## src/hw/cache_params.svh

```systemverilog
`ifndef CACHE_PARAMS_SVH
`define CACHE_PARAMS_SVH

// cache geometry
`define CACHE_SETS 8

// address fields
`define IDX_W 3
`define TAG_W 26

// backing RAM
`define RAM_WORDS 1024
`define RAM_LATENCY 2

`endif

```

## src/hw/cpu_types_pkg.sv

```systemverilog
`include "cache_params.svh"

package cpu_types_pkg;

    // data or address word
    typedef logic [31:0] word_t;

    // address bits 31 to 6
    typedef logic [`TAG_W-1:0] tag_t;

    // address bits 5 to 3
    typedef logic [`IDX_W-1:0] idx_t;

endpackage

```

## src/hw/coherence_pkg.sv

```systemverilog
package coherence_pkg;

    // cache controller states
    typedef enum logic [3:0] {
        IDLE, UPGRADE, WRITEBACK_ONE, WRITEBACK_TWO, FETCH_ONE, FETCH_TWO,
        OVERWRITE, FLUSH, FLUSHED
    } dcache_state_e;

    // bus sequencer states
    typedef enum logic [2:0] {
        ARB, SNOOP, SNOOP_ONE, SNOOP_TWO, RAM_ONE, RAM_TWO, INVAL
    } bus_state_e;

endpackage

```

## src/hw/bus_controller.sv

```systemverilog
`timescale 1ns/1ps

module bus_controller import cpu_types_pkg::*, coherence_pkg::*; (
    input  logic  CLK,
    input  logic  nRST,
    input  logic  bus_ren      [2],
    input  logic  bus_wen      [2],
    input  logic  cc_trans     [2],
    input  logic  cc_write     [2],
    input  word_t bus_addr     [2],
    input  word_t bus_store    [2],
    output logic  bus_wait     [2],
    output word_t bus_load     [2],
    output logic  cc_wait      [2],
    output logic  cc_inv       [2],
    output word_t cc_snoopaddr [2],
    input  logic  cc_hit       [2],
    input  logic  cc_dirty     [2],
    input  word_t cc_snoopdata [2],
    output logic  ram_ren,
    output logic  ram_wen,
    output word_t ram_addr,
    output word_t ram_store,
    input  word_t ram_load,
    input  logic  ram_wait
);

    bus_state_e state, next_state;
    logic       grant;
    logic       prio;
    logic       coh;
    logic       upg;
    logic       wr;
    logic       snp_hit;
    logic [1:0] req;
    logic       pick;
    logic       other;
    logic       snoop_active;

    assign req[0] = bus_ren[0] || bus_wen[0] || cc_trans[0];
    assign req[1] = bus_ren[1] || bus_wen[1] || cc_trans[1];
    // round robin, prio names the favoured cache
    assign pick   = req[prio] ? prio : ~prio;
    assign other  = ~grant;
    assign snoop_active = (state inside {SNOOP, SNOOP_ONE, SNOOP_TWO, INVAL}) ||
                          (coh && (state inside {RAM_ONE, RAM_TWO}));

    always_ff @(posedge CLK, negedge nRST) begin
        if (!nRST) begin
            state   <= ARB;
            grant   <= 1'b0;
            prio    <= 1'b0;
            coh     <= 1'b0;
            upg     <= 1'b0;
            wr      <= 1'b0;
            snp_hit <= 1'b0;
        end else begin
            state <= next_state;
            if (state == ARB && |req) begin
                grant <= pick;
                prio  <= ~pick;
                coh   <= cc_trans[pick];
                upg   <= cc_trans[pick] && !bus_ren[pick] && !bus_wen[pick];
                wr    <= cc_write[pick];
            end
            if (state == SNOOP)
                snp_hit <= cc_hit[other];
        end
    end

    always_comb begin
        next_state = state;
        case (state)
            ARB: begin
                if (|req)
                    next_state = cc_trans[pick] ? SNOOP : RAM_TWO;
            end
            SNOOP: begin
                if (upg)
                    next_state = INVAL;
                else if (cc_hit[other] && cc_dirty[other])
                    next_state = SNOOP_ONE;
                else
                    next_state = RAM_ONE;
            end
            SNOOP_ONE: if (!ram_wait) next_state = SNOOP_TWO;
            SNOOP_TWO: if (!ram_wait) next_state = (wr && snp_hit) ? INVAL : ARB;
            RAM_ONE:   if (!ram_wait) next_state = RAM_TWO;
            RAM_TWO:   if (!ram_wait) next_state = (coh && wr && snp_hit) ? INVAL : ARB;
            INVAL:     next_state = ARB;
            default:   next_state = ARB;
        endcase
    end

    always_comb begin
        bus_wait     = '{1'b1, 1'b1};
        bus_load     = '{32'd0, 32'd0};
        cc_wait      = '{1'b0, 1'b0};
        cc_inv       = '{1'b0, 1'b0};
        cc_snoopaddr = '{32'd0, 32'd0};
        ram_ren      = 1'b0;
        ram_wen      = 1'b0;
        ram_addr     = '0;
        ram_store    = '0;
        if (snoop_active) begin
            cc_wait[other]      = 1'b1;
            cc_snoopaddr[other] = bus_addr[grant];
        end
        case (state)
            SNOOP_ONE, SNOOP_TWO: begin
                // dirty copy goes to RAM and to the requester at once
                ram_wen         = 1'b1;
                ram_addr        = bus_addr[grant];
                ram_store       = cc_snoopdata[other];
                bus_load[grant] = cc_snoopdata[other];
                bus_wait[grant] = ram_wait;
            end
            RAM_ONE, RAM_TWO: begin
                ram_ren         = bus_ren[grant];
                ram_wen         = bus_wen[grant];
                ram_addr        = bus_addr[grant];
                ram_store       = bus_store[grant];
                bus_load[grant] = ram_load;
                bus_wait[grant] = ram_wait;
            end
            INVAL: begin
                cc_inv[other]   = wr && snp_hit;
                bus_wait[grant] = ~upg;
            end
            default: ;
        endcase
    end

endmodule

```

## config.mk

```make
export PLATFORM = sky130hd
export DESIGN_NAME = bus_controller
export DESIGN_NICKNAME = d
export VERILOG_FILES = /design/src/hw/cpu_types_pkg.sv /design/src/hw/coherence_pkg.sv /design/src/hw/bus_controller.sv
export VERILOG_INCLUDE_DIRS = /design/src /design/src/hw
export SDC_FILE = /design/constraint.sdc
export NUM_CORES = 1
export LEC_CHECK = 0
export BUFFER_PORTS_ARGS = -buffer_cell sky130_fd_sc_hd__buf_2
export CAP_MARGIN = 20
export CORE_AREA = 5 5 166 168
export DETAILED_ROUTE_END_ITERATION = 16
export DIE_AREA = 0 0 171 173
export PLACE_DENSITY = 0.49
export SLEW_MARGIN = 10
export SYNTH_ARGS = -nofsm -noshare
export SYNTH_HDL_FRONTEND = slang
export SYNTH_SLANG_ARGS = --single-unit
```

## constraint.sdc

```tcl
create_clock -name CLK -period 2 [get_ports CLK]
set_clock_uncertainty 0.1 [all_clocks]
set_input_delay 0.1 -clock CLK [delete_from_list [all_inputs] [get_ports CLK]]
set_output_delay 0.1 -clock CLK [all_outputs]
set_load 0.05 [all_outputs]
```

==> results of run 1 <==
[layer usage]
metal	share of wire (%)	routed length [microns]	vias up
met1	41	9020	2479
met3	7.7	1680	19
li1	-	-	2609
met2	50	10900	235
met4	1.0	219	0
met5	0	0	-
[state kept, by name (all words and copies together), names as in the netlist]
signal	flops
state	3
coh	1
grant	1
prio	1
snp_hit	1
upg	1
wr	1
[worst max-delay path, cell delays in order, from the launching register on]
cell and delay, ns:
dfrtp_4 0.51, buf_12 0.19, buf_12 0.16, mux2i_1 0.32, o22ai_2 0.12, buf_2 0.22
[cells by family (layout without fill, tap and decap cells)]
group | Yosys count | count (layout) | synth area share, %
AO/OA/AOI/OAI | 159 | 159 | 31.3
flip-flops | 9 | 9 | 7.13
multiplexers | 68 | 68 | 21.5
XOR/XNOR | 1 | 1 | 0.277
buffers and inverters | 51 | 478 | 8.55
AND/OR/NAND/NOR | 203 | 203 | 31.2
[power by group through the flow]
stage          Clock, mW  Sequential [mW]  Combinational (mW)
5_1_grt            0.378            0.454                14.0
3_5_place_dp           0            0.430                12.4
4_1_cts            0.365            0.443                12.5
6_report           0.355            0.443                13.4
3_3_place_gp           0            0.429                12.4
2_1_floorplan          0            0.336                9.12
[final cells by class]
class	count	area (sq um)
fill	2862	18900
multi-input combinational	431	2930
sequential	9	231
clock buffer	4	78.8
tap	335	419
timing repair buffer	470	3220
inverter	4	17.5
[per-stage QoR]
| step | power [mW] | cells | utilization [%] | TNS, ns |
|---|---|---|---|---|
| final | 14.2 | 1253 | 26.8 | 0 |
| after global routing | 14.8 | 1253 | 26.8 | -0.296 |
| after CTS | 13.3 | 1249 | 24.5 | 0 |
| after detailed placement | 12.8 | 1244 | 24.0 | 0 |
| after global placement | 12.8 | 1244 | 24.0 | 0 |
| after floorplan | 9.45 | 491 | - | -0.726 |
[worst paths after layout]
kind | start | end | slack [ns] | depth (start not counted)
max | grant | ram_store[3] | 0.04 | 5
min | cc_write[0] | wr | 0.08 | 3
max reg2reg | state[2] | grant | 0.24 | 6
min reg2reg | wr | wr | 0.46 | 2
max in group asynchronous | nRST | grant | 1.43 | 2
min in group asynchronous | nRST | grant | 0.16 | 2
[cell usage in the layout (no fill, tap or decap), types with 2 or more instances in the layout]
cell type	n
dfrtp_1	6
o21ai_0	10
and2_4	3
dfrtp_2	2
buf_12	19
a22o_1	31
nor2_4	4
o22ai_1	27
mux2i_1	64
nand2_1	107
nor3_1	3
inv_1	2
and2_1	62
clkbuf_16	3
buf_6	58
a21oi_2	40
nor2_1	13
mux2i_2	4
buf_4	39
a21oi_1	32
buf_2	309
o22ai_2	8
nor2_2	2
clkbuf_4	43
a21o_1	2
[repair_timing]
action / in CTS / in global routing
resized for setup: 14 / 260
hold endpoints to repair: 9 / 0
endpoints found under the setup margin: 135 / 161
buffers inserted: 0 / 4
gates cloned: 0 / 0
hold buffers: 1 / 0
==> out/summary.txt, run 1 <==
Top cells by area, synth = mux2i_1, and2_1, nand2_1
DRT Pass-1 Iters = 5
Grt met2 use = 22.7%
Dpl cell area = 6180 sq um
Post-synth EDFFs = 0
Num CTS Buffers = 3
Max Freq = 0.511 GHz
Vias/cell = 4.26
PwrDens = 2060 nW/um^2
Ant. Diodes = 0
Clock Latency Late Sink = 0.24 ns
Hold WS = 0.0761 ns
Tmin final = 1.96 ns
Synth top cells by count = nand2_1, a21oi_1, mux2i_1, and2_1, o22ai_1
Seq/Total Area, Yosys = 7.13%
First-pass GRT wire length = 30700 microns
Slew @ Worst Pin = 0.447 ns
Syn nets = 730
FP Rows = 59
Switching Share = 66.0%
Via count = 5342
I/O Buffers = 438
Max Buffers Root-to-Sink = 2
Crit path max fanout = 11
Top-area cell type share of the netlist area = 21.5%
Worst Path Arrival = 1.76 ns
Final net count = 1158
Die Span Y = 173 microns
Endpoints failing hold = 0
GP Congestion = 0.908
Comb power frac = 94.4%
Max-capacitance violation count = 0
Cell Area, Synth = 3160 sq um
Dominant synthesized flop cell = dfrtp_1
Net Sw Power = 9.37 mW
Status = complete, no violations
# IOs = 439
Relative slew slack = 70.2%
Clk pwr share = 2.5%
CTS Sinks = 9
Largest net degree at the start of global routing = 35
Syn Inst Count = 491
H-Tree Depth = 1
Area grow syn2layout = 118%
Initial antenna violation count = 0
CTS tree = yes
Count leader, synth = nand2_1
Die Wd = 171 microns
Final WS setup = 0.0432 ns
Critical path launch point type = register
Wire per inst = 17.4 microns
Worst EP required = 1.80 ns
Worst Hold Class = input pin to register
RSZ-0062 raised after global routing = true
Final setup fails = 0
Initial Util = 12.3%
Internal Pwr Total = 4.83 mW
Placement-stage worst setup slack = 0.122 ns
Max IR drop VDD = 0.00111 V
Syn_area_per_cell = 6.43 sq um
Total gr overflow = 0
Met1 Use GR = 17.2%
Remaining antenna violation count = 0
Post-synth ARST share = 100%
Root Driver = clkbuf_16
Met3 Usage GRT = 1.39%
Design area = 6900 sq um
Max-slew violations = 0
Die ar. = 29600 sq um
Core area = 25800 sq um
CP Class = register to primary output
Ys Warns = 0
Worst setup EP type = primary output
Post-synth top area cell = mux2i_1
Share of layout cells above drive strength 1 = 59.4%
Cell variety after synth = 34
DR iter-0 viols = 241
Overall Global Routing Usage = 12.9%
DRC violations left = 0
Final period utilization = 97.8%
Clock-pin slew on the worst setup and hold paths = 0.04 ns
Sequential power share = 3.1%
GRT busiest layer = met2
WL final = 21800 microns
Vias in the first global route = 5269
Yosys reg bits = 9
Detail Placement HPWL = 17500 microns
Leakage = 3.57 nW
Power figures use the tool's default switching activity.
==> run 2: changes to the inputs <==
--- a/config.mk
+++ b/config.mk
@@ -6,12 +6,13 @@
 export SDC_FILE = /design/constraint.sdc
 export NUM_CORES = 1
 export LEC_CHECK = 0
-export BUFFER_PORTS_ARGS = -buffer_cell sky130_fd_sc_hd__buf_2
+export BUFFER_PORTS_ARGS = -buffer_cell sky130_fd_sc_hd__clkbuf_2
 export CAP_MARGIN = 20
 export CORE_AREA = 5 5 166 168
 export DETAILED_ROUTE_END_ITERATION = 16
 export DIE_AREA = 0 0 171 173
 export PLACE_DENSITY = 0.49
+export SKIP_LAST_GASP = 1
 export SLEW_MARGIN = 10
 export SYNTH_ARGS = -nofsm -noshare
 export SYNTH_HDL_FRONTEND = slang
==> constraint.sdc (replaced) <==
create_clock -name CLK -period 2 [get_ports CLK]
set_clock_uncertainty 0.1 [all_clocks]
set_input_delay 0.2 -clock CLK [delete_from_list [all_inputs] [get_ports CLK]]
set_output_delay 0.2 -clock CLK [all_outputs]
set_load 0.05 [all_outputs]
==> run 2 against run 1 <==
The flow now finishes with violations (negative setup slack). Critical endpoint is now cc_snoopaddr[56]. Register-to-register slack about the same. Non-clock buffer count increased by 52. Design area increased by 57%. Die area unchanged. Via count increased by 9.0%. Worst setup slack got worse by 0.19 ns. Largest power group unchanged. Sequential power decreased by 8.8%.
==> out/summary.txt, run 2 (synthesized netlist as in run 1, its figures left out) <==
Status = complete, but fails checks
Failing checks = negative setup slack
Core area = 25800 sq um
Final period utilization = 107%
Total gr overflow = 0
HP Start = cc_write[1]
Share of layout cells above drive strength 1 = 78.0%
Clock Latency Late Sink = 0.23 ns
Max IR drop VDD = 0.00145 V
DRC violations left = 0
Most common cell after layout, fill and taps aside = clkbuf_2
Worst reg2reg endpoint = state[1]
Leakage = 4.86 nW
CP Class = register to primary output
Detail Placement HPWL = 18000 microns
# IOs = 439
Worst reg-to-reg path cell count = 9
PwrDens = 2000 nW/um^2
Overall Global Routing Usage = 15.3%
Tmin final = 2.15 ns
Via count = 5825
WL final = 27500 microns
Design area = 10800 sq um
DR iter-0 viols = 282
Final core occ = 42.0%
Final setup fails = 150
Vias in the first global route = 5755
Slew @ Worst Pin = 0.382 ns
DRT Pass-1 Iters = 5
FP Rows = 59
Remaining antenna violation count = 0
Worst Path Arrival = 1.85 ns
Final net count = 1211
Die ar. = 29600 sq um
RSZ-0062 raised after global routing = true
Worst Hold Class = input pin to register
I/O Buffers = 438
Initial Util = 12.3%
Num CTS Buffers = 3
First-pass GRT wire length = 35500 microns
Endpoints failing hold = 0
Placement-stage worst setup slack = -0.425 ns
CTS Sinks = 9
Vias/cell = 4.46
Area grow syn2layout = 243%
Ant. Diodes = 0
Post-placement cell count = 1240
Worst setup EP type = primary output
Max-slew violations = 0
Largest net degree at the start of global routing = 54
GP Congestion = 0.855
Reg2reg setup slack = 0.23 ns
Cell count of the worst hold path = 3
Most flops, register = state
Dpl cell area = 7860 sq um
Max reg flops = 3
Most frequent cells in the layout = clkbuf_2, buf_12, nand2_1, mux2i_1, a21oi_4
Wire per inst = 21.1 microns
Clock-pin slew on the worst setup and hold paths = 0.04 ns
Final WS setup = -0.148 ns
Worst EP required = 1.70 ns
H-Tree Depth = 1
Die Wd = 171 microns
R2r startpoint = state[2]
Hold Crit Endpoint = wr
Crit path max fanout = 33
Critical path launch point type = register
CTS tree = yes
Max Freq = 0.466 GHz
Hold WS = 0.171 ns
Max-capacitance violation count = 0
Die Span Y = 173 microns
Max Buffers Root-to-Sink = 2
Relative slew slack = 74.5%
Root Driver = clkbuf_16
Non-filler cells, final = 1306
Initial antenna violation count = 0
## run 2: cell types whose count changed in the layout (fill, tap and decap cells not counted), sizes merged
| cell | change |
|---|---|
| nor2 | +1 |
| clkbuf | +237 |
| buf | -186 |
| clkinv | +1 |
## run 2: area by class of cell
cell class | instances | area [sq um]
Clock buffer | 3 | 75.1
Clock inverter | 1 | 5.00
Fill cell | 2435 | 14900
Inverter | 4 | 15.0
Multi-Input combinational cell | 432 | 4150
Sequential cell | 9 | 229
Tap cell | 335 | 419
Timing Repair Buffer | 522 | 5940
## run 2: worst max-delay path by stage
stage | start | to | slack [ns] | depth (start not counted)
5_1_grt | state[0] | cc_snoopaddr[56] | -0.20 | 7
3_5_place_dp | state[1] | cc_snoopaddr[28] | -0.42 | 5
4_1_cts | state[2] | cc_snoopaddr[28] | -0.15 | 8
2_1_floorplan | state[1] | ram_store[10] | -0.14 | 5
6_report | state[0] | cc_snoopaddr[56] | -0.15 | 7
3_3_place_gp | state[1] | cc_snoopaddr[28] | -0.35 | 5
## run 2: timing repair
item	4_1_cts	5_1_grt
gates cloned	10	11
hold buffers	1	0
gates resized for setup	212	290
setup buffers	21	27
endpoints found under the hold margin	9	0
pin swaps	22	78
endpoints found under the setup margin	200	198
## run 2: layer usage
layer | GRT usage (%) | up-vias | share of wire (%)
met3 | 1.48 | 46 | 5.3
met5 | 0 | - | 0
met4 | 4.06 | 0 | 2.6
met2 | 27.7 | 264 | 52
li1 | - | 2731 | -
met1 | 19.2 | 2784 | 40
## run 2: report_power, final
| group | internal [mW] | switching, mW |
|---|---|---|
| logic | 9.47 | 11.5 |
| registers | 0.281 | 0.123 |
| clock network | 0.264 | 0.0898 |
| total | 10.0 | 11.7 |
## run 2: critical path, stage by stage (launching register included)
cell      delay [ns]
dfrtp_1         0.41
buf_6           0.14
a221oi_4        0.30
buf_12          0.15
nor2_2          0.04
buf_12          0.17
and2_2          0.21
clkbuf_8        0.17
## run 2: metrics by stage
stage               setup TNS, ns  power [mW]
floorplan                   -2.31        9.68
global placement           -16.90        15.8
detailed placement         -20.68        15.8
CTS                         -9.36        19.0
global route               -20.44        22.4
finish                     -10.37        21.7
==> run 3: changes to the inputs <==
--- a/config.mk
+++ b/config.mk
@@ -6,11 +6,12 @@
 export SDC_FILE = /design/constraint.sdc
 export NUM_CORES = 1
 export LEC_CHECK = 0
+export ABC_AREA = 1
 export BUFFER_PORTS_ARGS = -buffer_cell sky130_fd_sc_hd__clkbuf_2
 export CAP_MARGIN = 20
-export CORE_AREA = 5 5 166 168
+export CORE_AREA = 5 5 169 171
 export DETAILED_ROUTE_END_ITERATION = 16
-export DIE_AREA = 0 0 171 173
+export DIE_AREA = 0 0 174 176
 export PLACE_DENSITY = 0.49
 export SKIP_LAST_GASP = 1
 export SLEW_MARGIN = 10
==> run 3 against run 2 <==
The run still ends with negative setup slack left. Total power up 9.1%. Via count up 18%. Clock power up 3%. Non-clock buffer count up 14.
==> out/summary.txt, run 3 <==
Die Wd = 174 microns
Tmin final = 2.16 ns
Seq/Total Area, Yosys = 6.66%
Final WS setup = -0.158 ns
Worst Hold Class = input pin to register
Slowest cell on crit path = dfrtp_1
Syn nets = 946
Endpoints failing hold = 0
Final net count = 1441
CTS tree = yes
Slew @ Worst Pin = 0.457 ns
DR iter-0 viols = 323
Vias/cell = 4.44
Via count = 6845
Initial Util = 12.7%
Die ar. = 30600 sq um
Max-capacitance violation count = 0
Core area = 26700 sq um
DRC violations left = 0
Root Driver = clkbuf_16
DRT Pass-1 Iters = 4
Overall Global Routing Usage = 16.7%
CP Class = register to primary output
Wire per inst = 20.7 microns
GP Congestion = 0.846
Clock-pin slew on the worst setup and hold paths = 0.04 ns
Status = complete, but fails checks
Post-synth ARST share = 100%
Max IR drop VDD = 0.00115 V
Flip-flop and latch area = 228 sq um
Fillcell total = 2707
Synth top cells by count = nor2_1, nand2_1, inv_1, o21ai_0, nand3_1
Total Power = 23.6 mW
Adder-Cell Fraction of Synth Area = 0%
# IOs = 439
Ant. Diodes = 0
Max Freq = 0.463 GHz
Top-area cell type share of the netlist area = 19.2%
Top cells by area, synth = nor2_1, nand2_1, inv_1
Synth Area in Compound Gates = 26.3%
Detail Placement HPWL = 21000 microns
Post-synth top area cell = nor2_1
Largest net degree at the start of global routing = 45
Worst Path Arrival = 1.86 ns
Most flops, register = state
Yosys reg bits = 9
Die Span Y = 176 microns
Synth Area in Simple Gates = 45.2%
Cell variety after synth = 25
I/O Buffers = 438
Total gr overflow = 0
Dpl cell area = 7020 sq um
Worst reg-to-reg path cell count = 9
Worst setup EP type = primary output
Dominant synthesized flop cell = dfrtp_1
Post-synth EDFFs = 0
H-Tree Depth = 1
Max reg flops = 3
XOR/XNOR share of the synthesized area = 0%
CTS Sinks = 9
FP Rows = 60
Mux share of post-synthesis cell area = 0%
Syn_area_per_cell = 4.78 sq um
Remaining antenna violation count = 0
Critical path launch point type = register
Ys Warns = 0
Syn Inst Count = 707
Cell count of the worst hold path = 3
Crit path max fanout = 26
Max Buffers Root-to-Sink = 2
Final setup fails = 176
Footprint of the multi-input gates = 3520 sq um
WL final = 31800 microns
Crit-path cells = inv_4 -> nor2_4 -> buf_12 -> nor2_8 -> nor2_8 -> buf_12 -> a22oi_2 -> inv_1 -> clkbuf_8
PwrDens = 2310 nW/um^2
Share of layout cells above drive strength 1 = 65.1%
Num CTS Buffers = 3
Vias in the first global route = 7089
Most frequent cells in the layout = clkbuf_2, nand2_1, inv_1, buf_6, nor2_4
First-pass GRT wire length = 40400 microns
Relative slew slack = 69.4%
RSZ-0062 raised after global routing = true
Most common cell after layout, fill and taps aside = clkbuf_2
Cell Area, Synth = 3380 sq um
Count leader, synth = nor2_1
CP max stage delay = 0.40 ns
Failing checks = negative setup slack
Leakage = 5.25 nW
Design area = 10200 sq um
Clock Latency Late Sink = 0.24 ns
Initial antenna violation count = 0
Area grow syn2layout = 202%
Max-slew violations = 0
Worst EP required = 1.70 ns
Final period utilization = 108%
Largest family of logic cells by synthesized area = simple AND/OR/NAND/NOR gates
## run 3: changes by cell type in the layout (fill, tap and decap cells not counted), moves of 31 or more
cell | previous run | this run
nand2_1 | 66 | 153
o21ai_0 | 9 | 44
mux2i_1 | 52 | 0
nor2_1 | 13 | 51
nor2_4 | 6 | 69
nand3_1 | 1 | 33
buf_6 | 29 | 70
a22oi_2 | 0 | 31
buf_12 | 135 | 56
o21ai_2 | 0 | 41
nor2_2 | 1 | 54
a21oi_4 | 49 | 0
and2_4 | 47 | 0
inv_1 | 2 | 109
## run 3: timing repair
action | CTS | global route
hold buffers | 1 | 0
gates resized for setup | 313 | 422
pin swaps | 11 | 22
gates cloned | 7 | 16
endpoints found under the hold margin | 9 | 0
setup endpoints to repair | 198 | 200
buffers inserted | 15 | 9
## run 3: metrics by stage
step / hold slack, ns / utilization, % / worst slack (ns) / instances / TNS [ns]
after detailed placement: -0.0180 / 26.3 / -0.184 / 1491 / -0.696
after global placement: -0.0190 / 26.3 / -0.153 / 1491 / -0.444
after CTS: 0.0975 / 32.3 / -0.132 / 1518 / -11.44
after global routing: 0.105 / 38.3 / -0.230 / 1542 / -25.41
final: 0.0988 / 38.3 / -0.158 / 1542 / -11.84
after floorplan: -0.196 / - / -0.115 / 707 / -1.28
## run 3: per-layer routing
layer	GRT usage, %	share of wire, %	vias to the layer above
li1	-	-	3201
met1	18.6	37	3175
met2	31.5	51	397
met3	2.85	7.0	72
met4	6.70	4.9	0
met5	0	0	-
## run 3: where the power goes
group | internal, mW | switching [mW]
combinational | 8.86 | 14.0
clock | 0.267 | 0.0945
sequential | 0.276 | 0.110
## run 3: layout make-up
cell class              count  area share [%]
flip-flops and latches      9            2.23
repair buffers            536            53.5
clock buffers               4           0.771
multi-input cells         528            34.5
well taps                 341            4.17
inverters                 124            4.86
## run 3: cells by family after synthesis
kind of cell | count (synthesis)
DFF | 9
AOI/OAI and AO/OA | 148
buffers and inverters | 170
and+or+nand+nor | 380
## run 3: final timing paths
check	from	slack, ns	end
worst max register to register	grant	0.16	state[1]
worst max-delay path	state[1]	-0.16	ram_addr[13]
min in group asynchronous	nRST	0.28	snp_hit
max in group asynchronous	nRST	1.29	grant
worst min-delay path	cc_write[0]	0.1	wr
worst min register to register	prio	0.45	prio
## run 3: critical path, delay by kind of cell (launching register included)
| kind | cells | cell delay, ns |
|---|---|---|
| buffers and inverters | 5 | 0.69 |
| AND/OR/NAND/NOR | 3 | 0.30 |
| flip-flops | 1 | 0.40 |
| AO/OA/AOI/OAI | 1 | 0.21 |
